## src/hw/cpu_defs.svh

```systemverilog
// CPU width definitions
`ifndef CPU_DEFS_SVH
`define CPU_DEFS_SVH

// 16-bit machine, word addressed

// data word and register width
`define BITS 16

// memory and port address width
`define ADDRESS_BITS 16

// register select, 16 registers
`define REGISTER_BITS 4

`endif

```

## src/hw/cpu_pkg.sv

```systemverilog
// CPU shared types
`include "cpu_defs.svh"

package cpu_pkg;

	// instruction bits 15..12, codes 13 and 14 decode as nop
	typedef enum logic [3:0] {
		OP_NOP  = 4'd0,
		OP_LDI  = 4'd1,
		OP_ADD  = 4'd2,
		OP_SUB  = 4'd3,
		OP_AND  = 4'd4,
		OP_OR   = 4'd5,
		OP_XOR  = 4'd6,
		OP_SHR  = 4'd7,
		OP_IN   = 4'd8,
		OP_OUT  = 4'd9,
		OP_JMP  = 4'd10,
		OP_JZ   = 4'd11,
		OP_JC   = 4'd12,
		OP_HALT = 4'd15
	} cpu_opcode_e;

	typedef enum logic [2:0] {
		ALU_PASS,
		ALU_ADD,
		ALU_SUB,
		ALU_AND,
		ALU_OR,
		ALU_XOR,
		ALU_SHR
	} alu_op_e;

	typedef enum logic [1:0] {
		FETCH,
		WAIT_EXEC,
		HALTED
	} fetch_state_e;

	typedef struct packed {
		cpu_opcode_e               op;
		logic [`REGISTER_BITS-1:0] rd;
		logic [`REGISTER_BITS-1:0] ra;
		logic [`REGISTER_BITS-1:0] rb;     // holds rd for OUT
		logic [7:0]                imm8;
		alu_op_e                   alu_op;
		logic                      writes_reg;
		logic                      sets_flags;
		logic                      is_port;
	} cpu_instr_t;

	typedef struct packed {
		logic z;
		logic c;
		logic s;
		logic v;
	} alu_flags_t;

	typedef struct packed {
		logic                      rd;
		logic                      wr;
		logic [`ADDRESS_BITS-1:0]  address;
		logic [`BITS-1:0]          data;
	} port_req_t;

endpackage

```

## src/hw/cpu_fetch.sv

```systemverilog
// Instruction fetch unit
`timescale 1ns/1ns
`include "cpu_defs.svh"

module cpu_fetch import cpu_pkg::*; (
	input  logic                     clk,
	input  logic                     rst_n,

	output logic [`ADDRESS_BITS-1:0] memory_address,
	input  logic [`BITS-1:0]         memory_in,
	output logic                     memory_valid,   // request to memory
	input  logic                     memory_ready,   // word available

	output logic                     instr_valid,    // one-cycle strobe
	output logic [`BITS-1:0]         instr_word,

	input  logic                     exec_done,
	input  logic                     load_pc,
	input  logic [`ADDRESS_BITS-1:0] new_pc,
	input  logic                     halt,
	output logic                     halted
);

	fetch_state_e             state;
	logic [`ADDRESS_BITS-1:0] pc;    // word address
	logic                     accept;

	assign accept = (state == FETCH) && memory_valid && memory_ready;
	assign memory_address = pc;      // held stable while waiting
	assign halted = (state == HALTED);

	always_ff @(posedge clk or negedge rst_n) begin
		if (!rst_n) begin
			state <= FETCH;
			pc <= '0;
			memory_valid <= 1'b0;
			instr_valid <= 1'b0;
		end else begin
			instr_valid <= 1'b0;
			case (state)
				FETCH: begin
					if (accept) begin
						memory_valid <= 1'b0;
						instr_valid <= 1'b1;
						state <= WAIT_EXEC;
					end else begin
						memory_valid <= 1'b1;   // raise or hold request
					end
				end
				WAIT_EXEC: begin
					if (halt) begin
						state <= HALTED;
					end else if (exec_done) begin
						pc <= load_pc ? new_pc : pc + 1'b1;
						memory_valid <= 1'b1;   // next request right away
						state <= FETCH;
					end
				end
				HALTED: state <= HALTED;   // only reset leaves
				default: state <= FETCH;
			endcase
		end
	end

	// instruction register
	always_ff @(posedge clk) begin
		if (accept)
			instr_word <= memory_in;
	end

endmodule

```

## src/hw/cpu_decode.sv

```systemverilog
// Instruction decoder
`timescale 1ns/1ns
`include "cpu_defs.svh"

module cpu_decode import cpu_pkg::*; (
	input  logic [`BITS-1:0] instr_word,
	output cpu_instr_t       instr
);

	cpu_opcode_e op;

	// codes 13 and 14 are unassigned
	always_comb begin
		case (instr_word[15:12])
			4'd13, 4'd14: op = OP_NOP;
			default:      op = cpu_opcode_e'(instr_word[15:12]);
		endcase
	end

	always_comb begin
		instr.op = op;
		instr.rd = instr_word[11:8];
		instr.ra = instr_word[7:4];
		instr.rb = (op == OP_OUT) ? instr_word[11:8] : instr_word[3:0]; // out data via port b
		instr.imm8 = instr_word[7:0];
		instr.alu_op = ALU_PASS;
		instr.writes_reg = 1'b0;
		instr.sets_flags = 1'b0;
		instr.is_port = 1'b0;

		case (op)
			OP_LDI: instr.writes_reg = 1'b1;      // immediate through pass
			OP_ADD: instr.alu_op = ALU_ADD;
			OP_SUB: instr.alu_op = ALU_SUB;
			OP_AND: instr.alu_op = ALU_AND;
			OP_OR:  instr.alu_op = ALU_OR;
			OP_XOR: instr.alu_op = ALU_XOR;
			OP_SHR: instr.alu_op = ALU_SHR;
			OP_IN: begin
				instr.writes_reg = 1'b1;
				instr.is_port = 1'b1;
			end
			OP_OUT: instr.is_port = 1'b1;
			default: ;
		endcase

		// alu ops write rd and update flags
		if (instr.alu_op != ALU_PASS) begin
			instr.writes_reg = 1'b1;
			instr.sets_flags = 1'b1;
		end
	end

endmodule

```

## src/hw/cpu_register_file.sv

```systemverilog
// CPU register file
`timescale 1ns/1ns
`include "cpu_defs.svh"

module cpu_register_file (
	input  logic                      clk,
	input  logic                      rst_n,

	input  logic [`REGISTER_BITS-1:0] ra_sel,
	input  logic [`REGISTER_BITS-1:0] rb_sel,
	output logic [`BITS-1:0]          ra_data,
	output logic [`BITS-1:0]          rb_data,

	input  logic                      wr_en,
	input  logic [`REGISTER_BITS-1:0] wr_sel,
	input  logic [`BITS-1:0]          wr_data
);

	localparam int NUM_REGS = 2 ** `REGISTER_BITS;

	logic [`BITS-1:0] regs [NUM_REGS];

	// async reads
	assign ra_data = regs[ra_sel];
	assign rb_data = regs[rb_sel];

	always_ff @(posedge clk or negedge rst_n) begin
		if (!rst_n) begin
			for (int i = 0; i < NUM_REGS; i++)
				regs[i] <= '0;
		end else if (wr_en) begin
			regs[wr_sel] <= wr_data;
		end
	end

endmodule

```

## src/hw/alu.sv

```systemverilog
// Arithmetic logic unit
`timescale 1ns/1ns
`include "cpu_defs.svh"

module alu import cpu_pkg::*; (
	input  logic [`BITS-1:0] a,
	input  logic [`BITS-1:0] b,
	input  alu_op_e          op,
	output logic [`BITS-1:0] result,
	output alu_flags_t       flags
);

	localparam int MSB = `BITS - 1;

	logic [`BITS:0] sum;    // extra bit is the carry
	logic [`BITS:0] diff;   // extra bit is the borrow

	assign sum = {1'b0, a} + {1'b0, b};
	assign diff = {1'b0, a} - {1'b0, b};

	always_comb begin
		result = b;
		flags.c = 1'b0;
		flags.v = 1'b0;

		case (op)
			ALU_PASS: result = b;
			ALU_ADD: begin
				result = sum[`BITS-1:0];
				flags.c = sum[`BITS];
				flags.v = (a[MSB] == b[MSB]) && (result[MSB] != a[MSB]);
			end
			ALU_SUB: begin
				result = diff[`BITS-1:0];
				flags.c = diff[`BITS];   // set when a < b unsigned
				flags.v = (a[MSB] != b[MSB]) && (result[MSB] != a[MSB]);
			end
			ALU_AND: result = a & b;
			ALU_OR:  result = a | b;
			ALU_XOR: result = a ^ b;
			ALU_SHR: begin
				result = {1'b0, a[`BITS-1:1]};
				flags.c = a[0];          // bit shifted out
			end
			default: result = b;
		endcase

		flags.z = (result == '0);
		flags.s = result[MSB];
	end

endmodule

```

## src/hw/cpu_execute.sv

```systemverilog
// Execute and writeback
`timescale 1ns/1ns
`include "cpu_defs.svh"

module cpu_execute import cpu_pkg::*; (
	input  logic                      clk,
	input  logic                      rst_n,

	input  logic                      instr_valid,
	input  cpu_instr_t                instr,
	input  logic [`BITS-1:0]          ra_data,
	input  logic [`BITS-1:0]          rb_data,

	input  logic [`BITS-1:0]          alu_result,
	input  alu_flags_t                alu_flags,
	output logic [`BITS-1:0]          alu_a,
	output logic [`BITS-1:0]          alu_b,
	output alu_op_e                   alu_op,

	output logic                      wr_en,
	output logic [`REGISTER_BITS-1:0] wr_sel,
	output logic [`BITS-1:0]          wr_data,

	output port_req_t                 port_req,
	input  logic [`BITS-1:0]          port_rd_data,

	output logic                      exec_done,
	output logic                      load_pc,
	output logic [`ADDRESS_BITS-1:0]  new_pc,
	output logic                      halt
);

	alu_flags_t flags;      // from the last alu op
	logic       in_wait;    // in is waiting for port data
	logic       is_in;
	logic       taken;

	assign is_in = instr_valid && (instr.op == OP_IN);

	// operands, ldi passes its immediate on b
	assign alu_a = ra_data;
	assign alu_b = (instr.op == OP_LDI) ? {{(`BITS-8){1'b0}}, instr.imm8} : rb_data;
	assign alu_op = instr.alu_op;

	// in writes back one cycle late, with the port data
	assign wr_en = (instr_valid && instr.writes_reg && !instr.is_port) || in_wait;
	assign wr_sel = instr.rd;
	assign wr_data = in_wait ? port_rd_data : alu_result;

	always_comb begin
		port_req.rd = is_in;
		port_req.wr = instr_valid && (instr.op == OP_OUT);
		port_req.address = ra_data;
		port_req.data = rb_data;     // value of rd for out
	end

	always_comb begin
		case (instr.op)
			OP_JMP:  taken = 1'b1;
			OP_JZ:   taken = flags.z;
			OP_JC:   taken = flags.c;
			default: taken = 1'b0;
		endcase
	end

	assign load_pc = instr_valid && taken;
	assign new_pc = {{(`ADDRESS_BITS-8){1'b0}}, instr.imm8};
	assign exec_done = (instr_valid && !is_in) || in_wait;
	assign halt = instr_valid && (instr.op == OP_HALT);

	always_ff @(posedge clk or negedge rst_n) begin
		if (!rst_n) begin
			flags <= '0;
			in_wait <= 1'b0;
		end else begin
			in_wait <= is_in;
			if (instr_valid && instr.sets_flags)
				flags <= alu_flags;
		end
	end

endmodule

```

## src/hw/cpu_port_interface.sv

```systemverilog
// I/O port interface
`timescale 1ns/1ns
`include "cpu_defs.svh"

module cpu_port_interface import cpu_pkg::*; (
	input  logic                     clk,
	input  logic                     rst_n,

	input  port_req_t                port_req,
	output logic [`BITS-1:0]         port_rd_data,

	output logic [`ADDRESS_BITS-1:0] port_address,
	output logic [`BITS-1:0]         port_out,
	output logic                     port_rd,
	output logic                     port_wr,
	input  logic [`BITS-1:0]         port_in
);

	// strobes last one cycle since the request does
	always_ff @(posedge clk or negedge rst_n) begin
		if (!rst_n) begin
			port_rd <= 1'b0;
			port_wr <= 1'b0;
		end else begin
			port_rd <= port_req.rd;
			port_wr <= port_req.wr;
		end
	end

	always_ff @(posedge clk) begin
		if (port_req.rd || port_req.wr) begin
			port_address <= port_req.address;
			port_out <= port_req.data;
		end
	end

	assign port_rd_data = port_rd ? port_in : '0;   // device answers in the rd cycle

endmodule

```

## src/hw/cpu_top.sv

```systemverilog
// CPU top level
`timescale 1ns/1ns
`include "cpu_defs.svh"

module cpu_top import cpu_pkg::*; (
	input  logic                     clk,
	input  logic                     rst_n,

	output logic [`ADDRESS_BITS-1:0] memory_address,
	input  logic [`BITS-1:0]         memory_in,
	output logic                     memory_valid,
	input  logic                     memory_ready,

	output logic [`ADDRESS_BITS-1:0] port_address,
	input  logic [`BITS-1:0]         port_in,
	output logic [`BITS-1:0]         port_out,
	output logic                     port_rd,
	output logic                     port_wr,

	output logic                     halted
);

	logic                      instr_valid;
	logic [`BITS-1:0]          instr_word;
	cpu_instr_t                instr;
	logic                      exec_done;
	logic                      load_pc;
	logic [`ADDRESS_BITS-1:0]  new_pc;
	logic                      halt;

	logic [`BITS-1:0]          ra_data;
	logic [`BITS-1:0]          rb_data;
	logic                      wr_en;
	logic [`REGISTER_BITS-1:0] wr_sel;
	logic [`BITS-1:0]          wr_data;

	logic [`BITS-1:0]          alu_a;
	logic [`BITS-1:0]          alu_b;
	alu_op_e                   alu_op;
	logic [`BITS-1:0]          alu_result;
	alu_flags_t                alu_flags;

	port_req_t                 port_req;
	logic [`BITS-1:0]          port_rd_data;

	// input side
	cpu_fetch fetch_i (
		.clk, .rst_n,
		.memory_address, .memory_in, .memory_valid, .memory_ready,
		.instr_valid, .instr_word,
		.exec_done, .load_pc, .new_pc, .halt, .halted
	);

	cpu_decode decode_i (.instr_word, .instr);

	cpu_register_file regs_i (
		.clk, .rst_n,
		.ra_sel(instr.ra), .rb_sel(instr.rb), .ra_data, .rb_data,
		.wr_en, .wr_sel, .wr_data
	);

	alu alu_i (.a(alu_a), .b(alu_b), .op(alu_op), .result(alu_result), .flags(alu_flags));

	cpu_execute execute_i (
		.clk, .rst_n,
		.instr_valid, .instr, .ra_data, .rb_data,
		.alu_result, .alu_flags, .alu_a, .alu_b, .alu_op,
		.wr_en, .wr_sel, .wr_data,
		.port_req, .port_rd_data,
		.exec_done, .load_pc, .new_pc, .halt
	);

	// output side
	cpu_port_interface port_i (
		.clk, .rst_n,
		.port_req, .port_rd_data,
		.port_address, .port_out, .port_rd, .port_wr, .port_in
	);

endmodule

```

## config.mk

```make
export PLATFORM = sky130hd
export DESIGN_NAME = cpu_top
export DESIGN_NICKNAME = d
export VERILOG_FILES = /design/src/hw/cpu_pkg.sv /design/src/hw/cpu_fetch.sv /design/src/hw/cpu_decode.sv /design/src/hw/cpu_register_file.sv /design/src/hw/alu.sv /design/src/hw/cpu_execute.sv /design/src/hw/cpu_port_interface.sv /design/src/hw/cpu_top.sv
export VERILOG_INCLUDE_DIRS = /design/src /design/src/hw
export SDC_FILE = /design/constraint.sdc
export NUM_CORES = 1
export LEC_CHECK = 0
export BUFFER_PORTS_ARGS = -buffer_cell sky130_fd_sc_hd__buf_2
export CORE_MARGIN = 4
export CORE_UTILIZATION = 55
export CTS_CLUSTER_SIZE = 28
export DETAILED_ROUTE_END_ITERATION = 7
export PLACE_DENSITY = 0.72
export REMOVE_ABC_BUFFERS = 1
export SYNTH_ARGS = -nofsm -noshare
export SYNTH_HDL_FRONTEND = slang
export SYNTH_SLANG_ARGS = --single-unit
```

## constraint.sdc

```tcl
create_clock -name clk -period 7.43 [get_ports clk]
set_input_delay 1.486 -clock clk [delete_from_list [all_inputs] [get_ports clk]]
set_output_delay 1.486 -clock clk [all_outputs]
set_load 0.1 [all_outputs]
```

==> impl_metrics.py, run 1 <==
metrics = {
    "timing": {
        "setup_viol_count_final": 0,
        "tightestPinTransition_ns": 1.29,
        "finalHoldViolations": 0,
        "setup_repair_after_global_routing_missed_its_margin": "false",
        "period_minus_slack_ns": 6.28,
        "timing.clock.skew_ns": 0.0218,
        "fmaxAchievable_mhz": 159,
        "slew_viol_final": 0,
        "holdWs_ns": 0.499,
        "timing.final.crit_share_pct": 84.6,
        "totalNegativeSetupSlack_ns": 0,
        "slew_headroom_pct": 13.8,
    },
    "placed_design": {
        "finalWeightedCongestion": 1.03,
        "dp.final_hpwl_mm": 45.2,
        "placedCellCount": 2575,
        "buffer_ports.inserted": 86,
    },
    "grt": {
        "grt_start_max_net_pins": 180,
        "grt_pass1_vias": 16830,
        "gr_ovfl_total": 0,
        "global_route.usage.total_pct": 34.1,
        "wire_length_of_the_first_global_routing_pass_mm": 101,
        "grt_antenna_before_repair": 0,
    },
    "drt": {
        "post_dr_wirelength_cell_um": 25.2,
        "sum_of_routed_wire_length_over_all_layers_mm": 66.7,
        "remaining_drc_errors": 10,
        "drt_iter0_drc": 2548,
        "route.vias.total": 17407,
        "vias_per_cell": 6.58,
        "ant_nets": 0,
        "detailedRoute.firstPassIterationCount": 8,
    },
    "floorplan": {
        "ioPinCount": 87,
        "core_um2": 34700,
        "die_h_um": 196,
        "num_rows": 68,
        "die_area_um2": 38400,
        "start_util_pct": 56.0,
        "floorplan.die.width_um": 196,
    },
    "pwr": {
        "p_comb_share_pct": 49.6,
        "power.net_switching_mw": 4.69,
        "power.static_leakage_nw": 9.62,
        "power.density_nw_per_um2": 481,
        "switching_share_pct": 45.2,
        "vdd_drop_max_mv": 0.294,
        "totalPowerFinal_mw": 10.4,
        "clock_power_share_pct": 18.5,
        "seq_power_share_pct": 31.9,
        "internal-power_mw": 5.68,
    },
    "finish": {
        "area_growth_pct": 11.0,
        "fin_cells": 2644,
        "final.fill_count": 2908,
        "final_nets": 2248,
        "layout-drive-gt1-share_pct": 16.1,
        "antenna_cells_inserted": 0,
    },
    "status": {
        "failing_checks": "design-rule violations",
        "run_status": "complete, but fails checks",
    },
    "clocking": {
        "post_cts_hold_buffer_count": 0,
        "clkSinkCount": 328,
        "cts_repair_resize_count": 0,
        "cts_setup_buffers": 0,
        "clk-insertion-delay-late_ns": 0.55,
        "clkSlewWorstSetupHoldPaths_ns": 0.06,
        "clock_tree_from_tritoncts": "yes",
        "clock_tree.root_cell": "sky130_fd_sc_hd__clkbuf_16",
        "max-clock-path-buffers": 3,
        "htree_num_levels": 2,
        "cts_inserted_buffers": 38,
    },
    "yosys": {
        "synth_most_common_cell": "sky130_fd_sc_hd__nand2_1",
        "synthDominantAreaCellType": "sky130_fd_sc_hd__dfrtp_1",
        "yosysWarnings": 0,
        "post_synth_num_cell_types": 73,
        "yosys_reg_bits": 328,
        "yosys.area.top_type_share_pct": 36.0,
        "synth_area_leaders": "sky130_fd_sc_hd__dfrtp_1, sky130_fd_sc_hd__nand2_1, sky130_fd_sc_hd__mux4_2",
        "synth_sequential_area_ratio_pct": 43.5,
        "synth-edff-count": 48,
        "ys_async_sr_fraction_pct": 85.4,
        "synth.cells.most_frequent": "sky130_fd_sc_hd__nand2_1, sky130_fd_sc_hd__dfrtp_1, sky130_fd_sc_hd__o21ai_0",
        "post_synth_inst_count": 2121,
        "post_syn_area_per_cell_um2": 9.17,
        "yosys_most_used_dff": "sky130_fd_sc_hd__dfrtp_1",
        "cell_area_after_technology_mapping_um2": 19400,
    },
    "critical_path": {
        "worst_ep_arrival_time_ns": 6.65,
        "timing.critical_path.required_ns": 7.79,
        "crit_path_max_fanout": 21,
        "worstSetupPathType": "flop to flop",
        "crit_path_end_kind": "flop",
        "worstSetupStartpointType": "flop",
    },
    "min_path": {
        "worstHoldPathType": "flop to flop",
    },
    "flow_run": {
        "max_cap_viol_count": 0,
    },
}
critical path, cell delays in order, from the launching register on:
cell,delay (ns)
sky130_fd_sc_hd__edfxtp_1,0.41
sky130_fd_sc_hd__and4bb_1,0.59
sky130_fd_sc_hd__mux2_2,0.64
sky130_fd_sc_hd__nor2_1,0.46
sky130_fd_sc_hd__a32oi_1,0.21
sky130_fd_sc_hd__a31oi_1,0.51
sky130_fd_sc_hd__nor3_1,0.11
sky130_fd_sc_hd__a21oi_1,0.29
sky130_fd_sc_hd__ha_1,0.38
sky130_fd_sc_hd__nor3_1,0.30
sky130_fd_sc_hd__o31a_1,0.27
sky130_fd_sc_hd__o311a_1,0.22
sky130_fd_sc_hd__nor2_1,0.09
sky130_fd_sc_hd__nor3_1,0.31
sky130_fd_sc_hd__nor4_1,0.09
sky130_fd_sc_hd__a31o_2,0.25
sky130_fd_sc_hd__o22ai_1,0.27
sky130_fd_sc_hd__o21a_1,0.49
sky130_fd_sc_hd__o21ai_0,0.18
final timing paths:
kind	startpoint	slack [ns]	endpoint	depth (start not counted)
worst min-delay path	regs_i.regs[246]	0.50	regs_i.regs[246]	2
worst min register to register	regs_i.regs[246]	0.50	regs_i.regs[246]	2
worst max-delay path	fetch_i.instr_word[13]	1.15	regs_i.regs[15]	18
max in group asynchronous	rst_n	4.96	port_i.port_wr	2
min in group asynchronous	rst_n	0.96	regs_i.regs[200]	1
worst max register to register	fetch_i.instr_word[13]	1.15	regs_i.regs[15]	18
cell type report:
type | instances | area [um2] | share of cell area (%)
Inverter | 54 | 203 | 0.939
Clock buffer | 51 | 1080 | 5.01
Clock inverter | 18 | 193 | 0.893
Timing Repair Buffer | 145 | 908 | 4.21
Multi-Input combinational cell | 1593 | 10200 | 47.2
Sequential cell | 328 | 8450 | 39.1
Tap cell | 455 | 569 | 2.64
through the flow:
| step | setup slack [ns] | instance area, um2 | util, % |
|---|---|---|---|
| after global routing | 0.840 | 21600 | 62.2 |
| after detailed placement | 1.31 | 20300 | 58.5 |
| after floorplan | 0.341 | 18800 | - |
| after global placement | 1.47 | 20300 | 58.5 |
| after CTS | 1.29 | 21600 | 62.2 |
| final | 1.15 | 21600 | 62.2 |
sequential cells by signal, indices dropped and copies added, names as in the netlist:
name,flops
execute_i.flags,2
fetch_i.instr_valid,1
fetch_i.instr_word,16
fetch_i.memory_address,16
fetch_i.memory_valid,1
fetch_i.state,2
port_i.port_address,16
port_i.port_out,16
port_i.port_rd,1
port_i.port_wr,1
regs_i.regs,256
placed cells by master (no fill, tap or decap), drive strengths merged, types with 10 or more instances in the layout:
cell type	n
dfrtp	280
and3	10
nand3	76
a221oi	12
nor3	26
buf	145
mux2	53
inv	53
a32oi	25
nand4	14
o21ai	189
a31oi	16
xnor2	11
mux2i	60
a21oi	94
mux4	75
nand2	607
nor2b	19
ha	51
o22ai	10
a211oi	13
clkbuf	51
edfxtp	48
clkinv	15
nor2	109
power groups by stage:
| stage | clock network (mW) | registers [mW] | logic, mW |
|---|---|---|---|
| global route | 2.01 | 3.37 | 5.55 |
| finish | 1.92 | 3.31 | 5.14 |
| global placement | 0 | 3.25 | 4.90 |
| CTS | 1.94 | 3.26 | 5.00 |
| detailed placement | 0 | 3.28 | 4.97 |
| floorplan | 0 | 3.28 | 3.30 |
cell families (layout without fill, tap and decap cells):
| family | after synthesis | after routing | synth area share (%) |
|---|---|---|---|
| AO/OA/AOI/OAI | 439 | 439 | 13.8 |
| XOR/XNOR | 15 | 15 | 0.676 |
| adder cells (fa/ha/maj) | 53 | 53 | 3.49 |
| buffers and inverters | 200 | 268 | 4.46 |
| flip-flops | 328 | 328 | 43.5 |
| multiplexers | 188 | 188 | 14.9 |
| AND/OR/NAND/NOR | 898 | 898 | 19.2 |
per-layer routing:
| metal | vias up | global-route usage [%] | share of wire (%) |
|---|---|---|---|
| met2 | 1120 | 52.1 | 44 |
| met4 | 0 | 17.0 | 5.8 |
| met1 | 8432 | 45.3 | 38 |
| li1 | 7569 | - | - |
| met5 | - | 0 | 0 |
| met3 | 286 | 9.17 | 12 |
Note: power is estimated with default switching activity, not from simulation.
==> run 2: changes to the inputs <==
clock period = 5.8 ns   (was 7.43 ns; I/O delays follow)
==> impl_metrics.py, run 2 (synthesis gave the netlist of run 1 again) <==
metrics = {
    "finish": {
        "area_growth_pct": 15.0,
        "layout_commonest_cell": "sky130_fd_sc_hd__nand2_1",
        "largest_reg_flops": 256,
        "layout.cells.most_common_list": "sky130_fd_sc_hd__nand2_1, sky130_fd_sc_hd__dfrtp_1, sky130_fd_sc_hd__o21ai_0",
        "fin_cells": 2726,
        "layout-drive-gt1-share_pct": 20.0,
        "regMostFlops": "regs_i.regs",
        "final_core_occ_pct": 64.4,
        "antenna_cells_inserted": 0,
        "final.fill_count": 2827,
        "finalInstanceArea_um2": 22400,
        "final_nets": 2334,
    },
    "grt": {
        "grt_pass1_vias": 17239,
        "grt_antenna_before_repair": 0,
        "grt_start_max_net_pins": 114,
        "gr_ovfl_total": 0,
        "wire_length_of_the_first_global_routing_pass_mm": 102,
        "global_route.usage.total_pct": 34.1,
    },
    "critical_path": {
        "worst_ep_arrival_time_ns": 5.91,
        "crit_path_end_kind": "flop",
        "rr_worst_depth": 22,
        "timing.critical_path.required_ns": 6.17,
        "worstSetupPathType": "flop to flop",
        "ff2ff_setup_slack_ns": 0.27,
        "crit_path_max_fanout": 16,
        "worstSetupStartpointType": "flop",
        "crit-reg2reg-capture": "regs_i.regs[186]",
        "crit-reg2reg-launch": "fetch_i.instr_word[14]",
    },
    "clocking": {
        "cts_inserted_buffers": 37,
        "clk-insertion-delay-late_ns": 0.54,
        "clock_tree_from_tritoncts": "yes",
        "max-clock-path-buffers": 3,
        "post_cts_hold_buffer_count": 0,
        "clkSlewWorstSetupHoldPaths_ns": 0.06,
        "clkSinkCount": 328,
        "clock_tree.root_cell": "sky130_fd_sc_hd__clkbuf_16",
        "htree_num_levels": 2,
    },
    "timing": {
        "timing.clock.skew_ns": 0.0163,
        "totalNegativeSetupSlack_ns": 0,
        "finalHoldViolations": 0,
        "fmaxAchievable_mhz": 181,
        "setup_slack_ns": 0.266,
        "setup_viol_count_final": 0,
        "slew_headroom_pct": 22.5,
        "period_minus_slack_ns": 5.53,
        "setup_repair_after_global_routing_missed_its_margin": "false",
        "timing.final.crit_share_pct": 95.4,
        "tightestPinTransition_ns": 1.16,
        "slew_viol_final": 0,
    },
    "placed_design": {
        "dp.final_hpwl_mm": 46.8,
        "finalWeightedCongestion": 1.04,
        "buffer_ports.inserted": 86,
        "placedCellCount": 2657,
        "placed_area_um2": 21000,
        "dp_worst_setup_slack_ns": -0.0607,
    },
    "min_path": {
        "worst_hold_end": "regs_i.regs[144]",
        "worstHoldPathType": "flop to flop",
        "hold_start": "regs_i.regs[144]",
        "holdPathStages": 2,
    },
    "drt": {
        "remaining_drc_errors": 0,
        "detailedRoute.firstPassIterationCount": 6,
        "ant_nets": 0,
        "vias_per_cell": 6.50,
        "post_dr_wirelength_cell_um": 24.5,
        "sum_of_routed_wire_length_over_all_layers_mm": 66.7,
        "route.vias.total": 17724,
        "drt_iter0_drc": 2259,
    },
    "floorplan": {
        "floorplan.die.width_um": 196,
        "start_util_pct": 56.0,
        "core_um2": 34700,
        "ioPinCount": 87,
        "die_h_um": 196,
        "num_rows": 68,
        "die_area_um2": 38400,
    },
    "flow_run": {
        "max_cap_viol_count": 0,
    },
    "status": {
        "run_status": "complete, no violations",
    },
    "pwr": {
        "vdd_drop_max_mv": 0.346,
        "power.density_nw_per_um2": 617,
        "power.static_leakage_nw": 10.0,
    },
}
run 2: changes by cell type in the layout (fill, tap and decap cells not counted), moves of 3 or more:
| cell | before | now |
|---|---|---|
| sky130_fd_sc_hd__o21a_1 | 5 | 2 |
| sky130_fd_sc_hd__ha_1 | 51 | 47 |
| sky130_fd_sc_hd__o21a_2 | 0 | 3 |
| sky130_fd_sc_hd__bufinv_16 | 4 | 1 |
| sky130_fd_sc_hd__buf_12 | 2 | 12 |
| sky130_fd_sc_hd__clkinv_2 | 10 | 5 |
| sky130_fd_sc_hd__nor2_1 | 109 | 104 |
| sky130_fd_sc_hd__ha_2 | 0 | 3 |
| sky130_fd_sc_hd__a21oi_1 | 93 | 90 |
| sky130_fd_sc_hd__clkbuf_1 | 7 | 12 |
| sky130_fd_sc_hd__o21ai_0 | 189 | 186 |
| sky130_fd_sc_hd__buf_4 | 57 | 131 |
| sky130_fd_sc_hd__nor2_2 | 0 | 4 |
run 2: report_power, final:
part,switching [mW],internal [mW],leakage (nW),total [mW]
Sequential,0.867,3.34,3.41,4.20
Clock,0.948,1.29,0.554,2.24
Combinational,4.36,3.00,6.06,7.36
run 2: metal layers:
layer  track usage, %  part of all wire (%)  vias up  wire (um)
met1             45.6                    38     8586      25200
met4             16.4                   5.6        0       3740
met2             54.1                    46     1139      30800
met5                0                     0        -          0
met3             6.25                    10      255       6950
li1                 -                     -     7744          -
run 2: worst max-delay path by stage:
stage,cells past startpoint,to,start,slack (ns)
after floorplan,18,regs_i.regs[108],fetch_i.instr_word[13],-1.29
after global placement,23,regs_i.regs[140],fetch_i.instr_word[14],-0.005
after detailed placement,24,regs_i.regs[140],fetch_i.instr_word[14],-0.06
after CTS,24,regs_i.regs[44],fetch_i.instr_word[14],0.0003
after global routing,23,regs_i.regs[28],fetch_i.instr_word[14],0.009
final,22,regs_i.regs[186],fetch_i.instr_word[14],0.27
run 2: through the flow:
step           power, mW  hold slack [ns]
3_5_place_dp        11.2            0.488
6_report            13.8            0.501
4_1_cts             13.4            0.502
2_1_floorplan       8.43            0.456
5_1_grt             14.6            0.526
3_3_place_gp        11.0            0.473
run 2: what timing repair did:
action	in CTS	in global routing
endpoints found under the hold margin	0	0
resized for setup	4	37
endpoints found under the setup margin	20	166
buffers inserted	0	3
pin swaps	0	2
gates cloned	0	2
run 2: worst max-delay path, stage by stage (launching register included):
cell                       delay, ns
sky130_fd_sc_hd__edfxtp_1       0.38
sky130_fd_sc_hd__and4bb_2       0.38
sky130_fd_sc_hd__buf_12         0.18
sky130_fd_sc_hd__mux2i_1        0.48
sky130_fd_sc_hd__nor2_1         0.22
sky130_fd_sc_hd__a32oi_1        0.33
sky130_fd_sc_hd__nand3_1        0.17
sky130_fd_sc_hd__nor3_1         0.29
sky130_fd_sc_hd__a21oi_1        0.07
sky130_fd_sc_hd__buf_4          0.21
sky130_fd_sc_hd__ha_1           0.29
sky130_fd_sc_hd__or2_2          0.31
sky130_fd_sc_hd__a311oi_2       0.31
sky130_fd_sc_hd__nor2_1         0.11
sky130_fd_sc_hd__buf_4          0.15
sky130_fd_sc_hd__a21oi_1        0.27
sky130_fd_sc_hd__o221a_2        0.25
sky130_fd_sc_hd__o22ai_1        0.10
sky130_fd_sc_hd__buf_4          0.16
sky130_fd_sc_hd__a21o_1         0.15
sky130_fd_sc_hd__mux2i_1        0.19
sky130_fd_sc_hd__buf_4          0.25
sky130_fd_sc_hd__o21ai_0        0.12
run 2: cell type report:
type	instances	area (um2)	area share, %
repair buffers	231	1680	7.53
clock inverters	11	88.8	0.397
flip-flops and latches	328	8450	37.8
clock buffers	53	1040	4.64
well taps	455	569	2.55
inverters	54	203	0.907
multi-input cells	1594	10300	46.2
==> run 3: changes to the inputs <==
==> constraint.sdc (replaced) <==
create_clock -name clk -period 5.8 [get_ports clk]
set_input_delay 0.58 -clock clk [delete_from_list [all_inputs] [get_ports clk]]
set_output_delay 0.58 -clock clk [all_outputs]
set_load 0.1 [all_outputs]
==> impl_metrics.py, run 3 (synthesis gave the netlist of run 1 again) <==
metrics = {
    "clocking": {
        "htree_num_levels": 2,
        "cts_inserted_buffers": 37,
        "clkSinkCount": 328,
        "clock_tree.root_cell": "sky130_fd_sc_hd__clkbuf_16",
        "clock_tree_from_tritoncts": "yes",
        "post_cts_hold_buffer_count": 0,
        "clk-insertion-delay-late_ns": 0.54,
        "clkSlewWorstSetupHoldPaths_ns": 0.06,
        "max-clock-path-buffers": 3,
    },
    "flow_run": {
        "max_cap_viol_count": 0,
    },
    "floorplan": {
        "start_util_pct": 56.0,
        "floorplan.die.width_um": 196,
        "num_rows": 68,
        "die_h_um": 196,
        "die_area_um2": 38400,
        "core_um2": 34700,
        "ioPinCount": 87,
    },
    "finish": {
        "regMostFlops": "regs_i.regs",
        "layout.cells.most_common_list": "sky130_fd_sc_hd__nand2_1, sky130_fd_sc_hd__dfrtp_1, sky130_fd_sc_hd__o21ai_0",
        "final.fill_count": 2849,
        "final_nets": 2334,
        "layout_commonest_cell": "sky130_fd_sc_hd__nand2_1",
        "area_growth_pct": 14.7,
        "antenna_cells_inserted": 0,
        "layout-drive-gt1-share_pct": 19.9,
        "largest_reg_flops": 256,
    },
    "grt": {
        "global_route.usage.total_pct": 34.0,
        "grt_antenna_before_repair": 1,
        "grt_pass1_vias": 17087,
        "grt_start_max_net_pins": 149,
        "wire_length_of_the_first_global_routing_pass_mm": 101,
        "gr_ovfl_total": 0,
    },
    "pwr": {
        "power.density_nw_per_um2": 615,
        "p_comb_share_pct": 53.3,
        "clock_power_share_pct": 16.2,
        "switching_share_pct": 44.7,
        "internal-power_mw": 7.58,
        "power.net_switching_mw": 6.14,
        "vdd_drop_max_mv": 0.365,
        "seq_power_share_pct": 30.5,
        "power.static_leakage_nw": 10.0,
    },
    "drt": {
        "route.vias.total": 17827,
        "detailedRoute.firstPassIterationCount": 6,
        "post_dr_wirelength_cell_um": 24.5,
        "remaining_drc_errors": 0,
        "vias_per_cell": 6.55,
        "drt_iter0_drc": 2283,
        "sum_of_routed_wire_length_over_all_layers_mm": 66.7,
        "ant_nets": 0,
    },
    "critical_path": {
        "crit_path_end_kind": "flop",
        "worstSetupPathType": "flop to flop",
        "crit_path_max_fanout": 16,
        "timing.critical_path.required_ns": 6.15,
        "worst_ep_arrival_time_ns": 6.00,
        "crit-reg2reg-launch": "fetch_i.instr_word[14]",
        "timing.critical_path.from": "fetch_i.instr_word[14]",
        "worstSetupStartpointType": "flop",
    },
    "timing": {
        "holdWs_ns": 0.190,
        "timing.clock.skew_ns": 0.0216,
        "period_minus_slack_ns": 5.65,
        "setup_viol_count_final": 0,
        "totalNegativeSetupSlack_ns": 0,
        "fmaxAchievable_mhz": 177,
        "timing.final.crit_share_pct": 97.4,
        "slew_headroom_pct": 20.3,
        "setup_repair_after_global_routing_missed_its_margin": "false",
        "finalHoldViolations": 0,
        "slew_viol_final": 0,
        "tightestPinTransition_ns": 1.19,
    },
    "placed_design": {
        "finalWeightedCongestion": 1.04,
        "buffer_ports.inserted": 86,
        "dp.final_hpwl_mm": 46.7,
    },
    "min_path": {
        "worstHoldPathType": "input port to async pin",
    },
    "status": {
        "run_status": "complete, no violations",
    },
}
## run 3: metal layers
metal  wire length, um  global-route usage, %  up-vias
met3              6890                   6.73      247
met2             30500                   53.6     1206
met4              3510                   15.8        0
li1                  -                      -     7743
met5                 0                      0        -
met1             25800                   45.8     8631
## run 3: final cells by class
| class | instances | area, um2 | share of cell area [%] |
|---|---|---|---|
| tap | 455 | 569 | 2.55 |
| timing repair buffer | 231 | 1700 | 7.62 |
| multi-input combinational | 1594 | 10300 | 46.1 |
| clock inverter | 9 | 71.3 | 0.320 |
| inverter | 54 | 203 | 0.909 |
| sequential | 328 | 8450 | 37.9 |
| clock buffer | 51 | 1030 | 4.61 |
## run 3: critical path, cell delays in order, from the launching register on
cell	delay [ns]
sky130_fd_sc_hd__edfxtp_1	0.38
sky130_fd_sc_hd__and4bb_2	0.38
sky130_fd_sc_hd__buf_12	0.18
sky130_fd_sc_hd__mux2i_2	0.31
sky130_fd_sc_hd__buf_4	0.26
sky130_fd_sc_hd__nor2_1	0.10
sky130_fd_sc_hd__a32o_1	0.24
sky130_fd_sc_hd__a221oi_2	0.29
sky130_fd_sc_hd__nor2_1	0.07
sky130_fd_sc_hd__a21oi_1	0.18
sky130_fd_sc_hd__nand2_1	0.09
sky130_fd_sc_hd__nand2_1	0.16
sky130_fd_sc_hd__ha_1	0.25
sky130_fd_sc_hd__fa_1	0.26
sky130_fd_sc_hd__o21ba_2	0.18
sky130_fd_sc_hd__nor4_1	0.05
sky130_fd_sc_hd__buf_4	0.15
sky130_fd_sc_hd__nor4bb_2	0.40
sky130_fd_sc_hd__nor2_1	0.12
sky130_fd_sc_hd__a221oi_1	0.33
sky130_fd_sc_hd__o22ai_1	0.18
sky130_fd_sc_hd__buf_4	0.17
sky130_fd_sc_hd__a21o_1	0.15
sky130_fd_sc_hd__mux2i_1	0.20
sky130_fd_sc_hd__buf_6	0.21
sky130_fd_sc_hd__o21ai_0	0.12
## run 3: worst paths after layout
kind / to / slack (ns) / depth (start not counted)
min in group clk: fetch_i.instr_word[3] / 0.22 / 1
setup reg to reg: regs_i.regs[250] / 0.15 / 25
setup / recovery: regs_i.regs[250] / 0.15 / 25
hold reg to reg: regs_i.regs[185] / 0.50 / 2
hold / removal: regs_i.regs[72] / 0.19 / 1
max in group asynchronous: port_i.port_wr / 4.20 / 2
## run 3: per-stage QoR
stage / instance area (um2) / util, % / instances / total power [mW] / setup WS (ns)
finish: 22300 / 64.2 / 2722 / 13.7 / 0.153
global route: 22300 / 64.2 / 2722 / 14.5 / 0.00416
CTS: 22200 / 63.8 / 2716 / 13.4 / 0.0566
detailed placement: 21000 / 60.6 / 2656 / 11.1 / -0.0448
global placement: 21000 / 60.6 / 2656 / 11.0 / 0.00845
floorplan: 18800 / - / 1975 / 8.43 / -1.29
## run 3: power groups by stage
stage / sequential (mW) / combinational [mW] / clock [mW]
after floorplan: 4.21 / 4.22 / 0
after global placement: 4.13 / 6.91 / 0
after detailed placement: 4.18 / 6.97 / 0
after CTS: 4.15 / 7.03 / 2.24
after global routing: 4.28 / 7.88 / 2.34
final: 4.19 / 7.31 / 2.22
## run 3: timing repair
action,4_1_cts,5_1_grt
endpoints found under the setup margin,29,153
cloned,0,1
gates resized for setup,5,27
pin swaps,0,1
buffers inserted,0,5
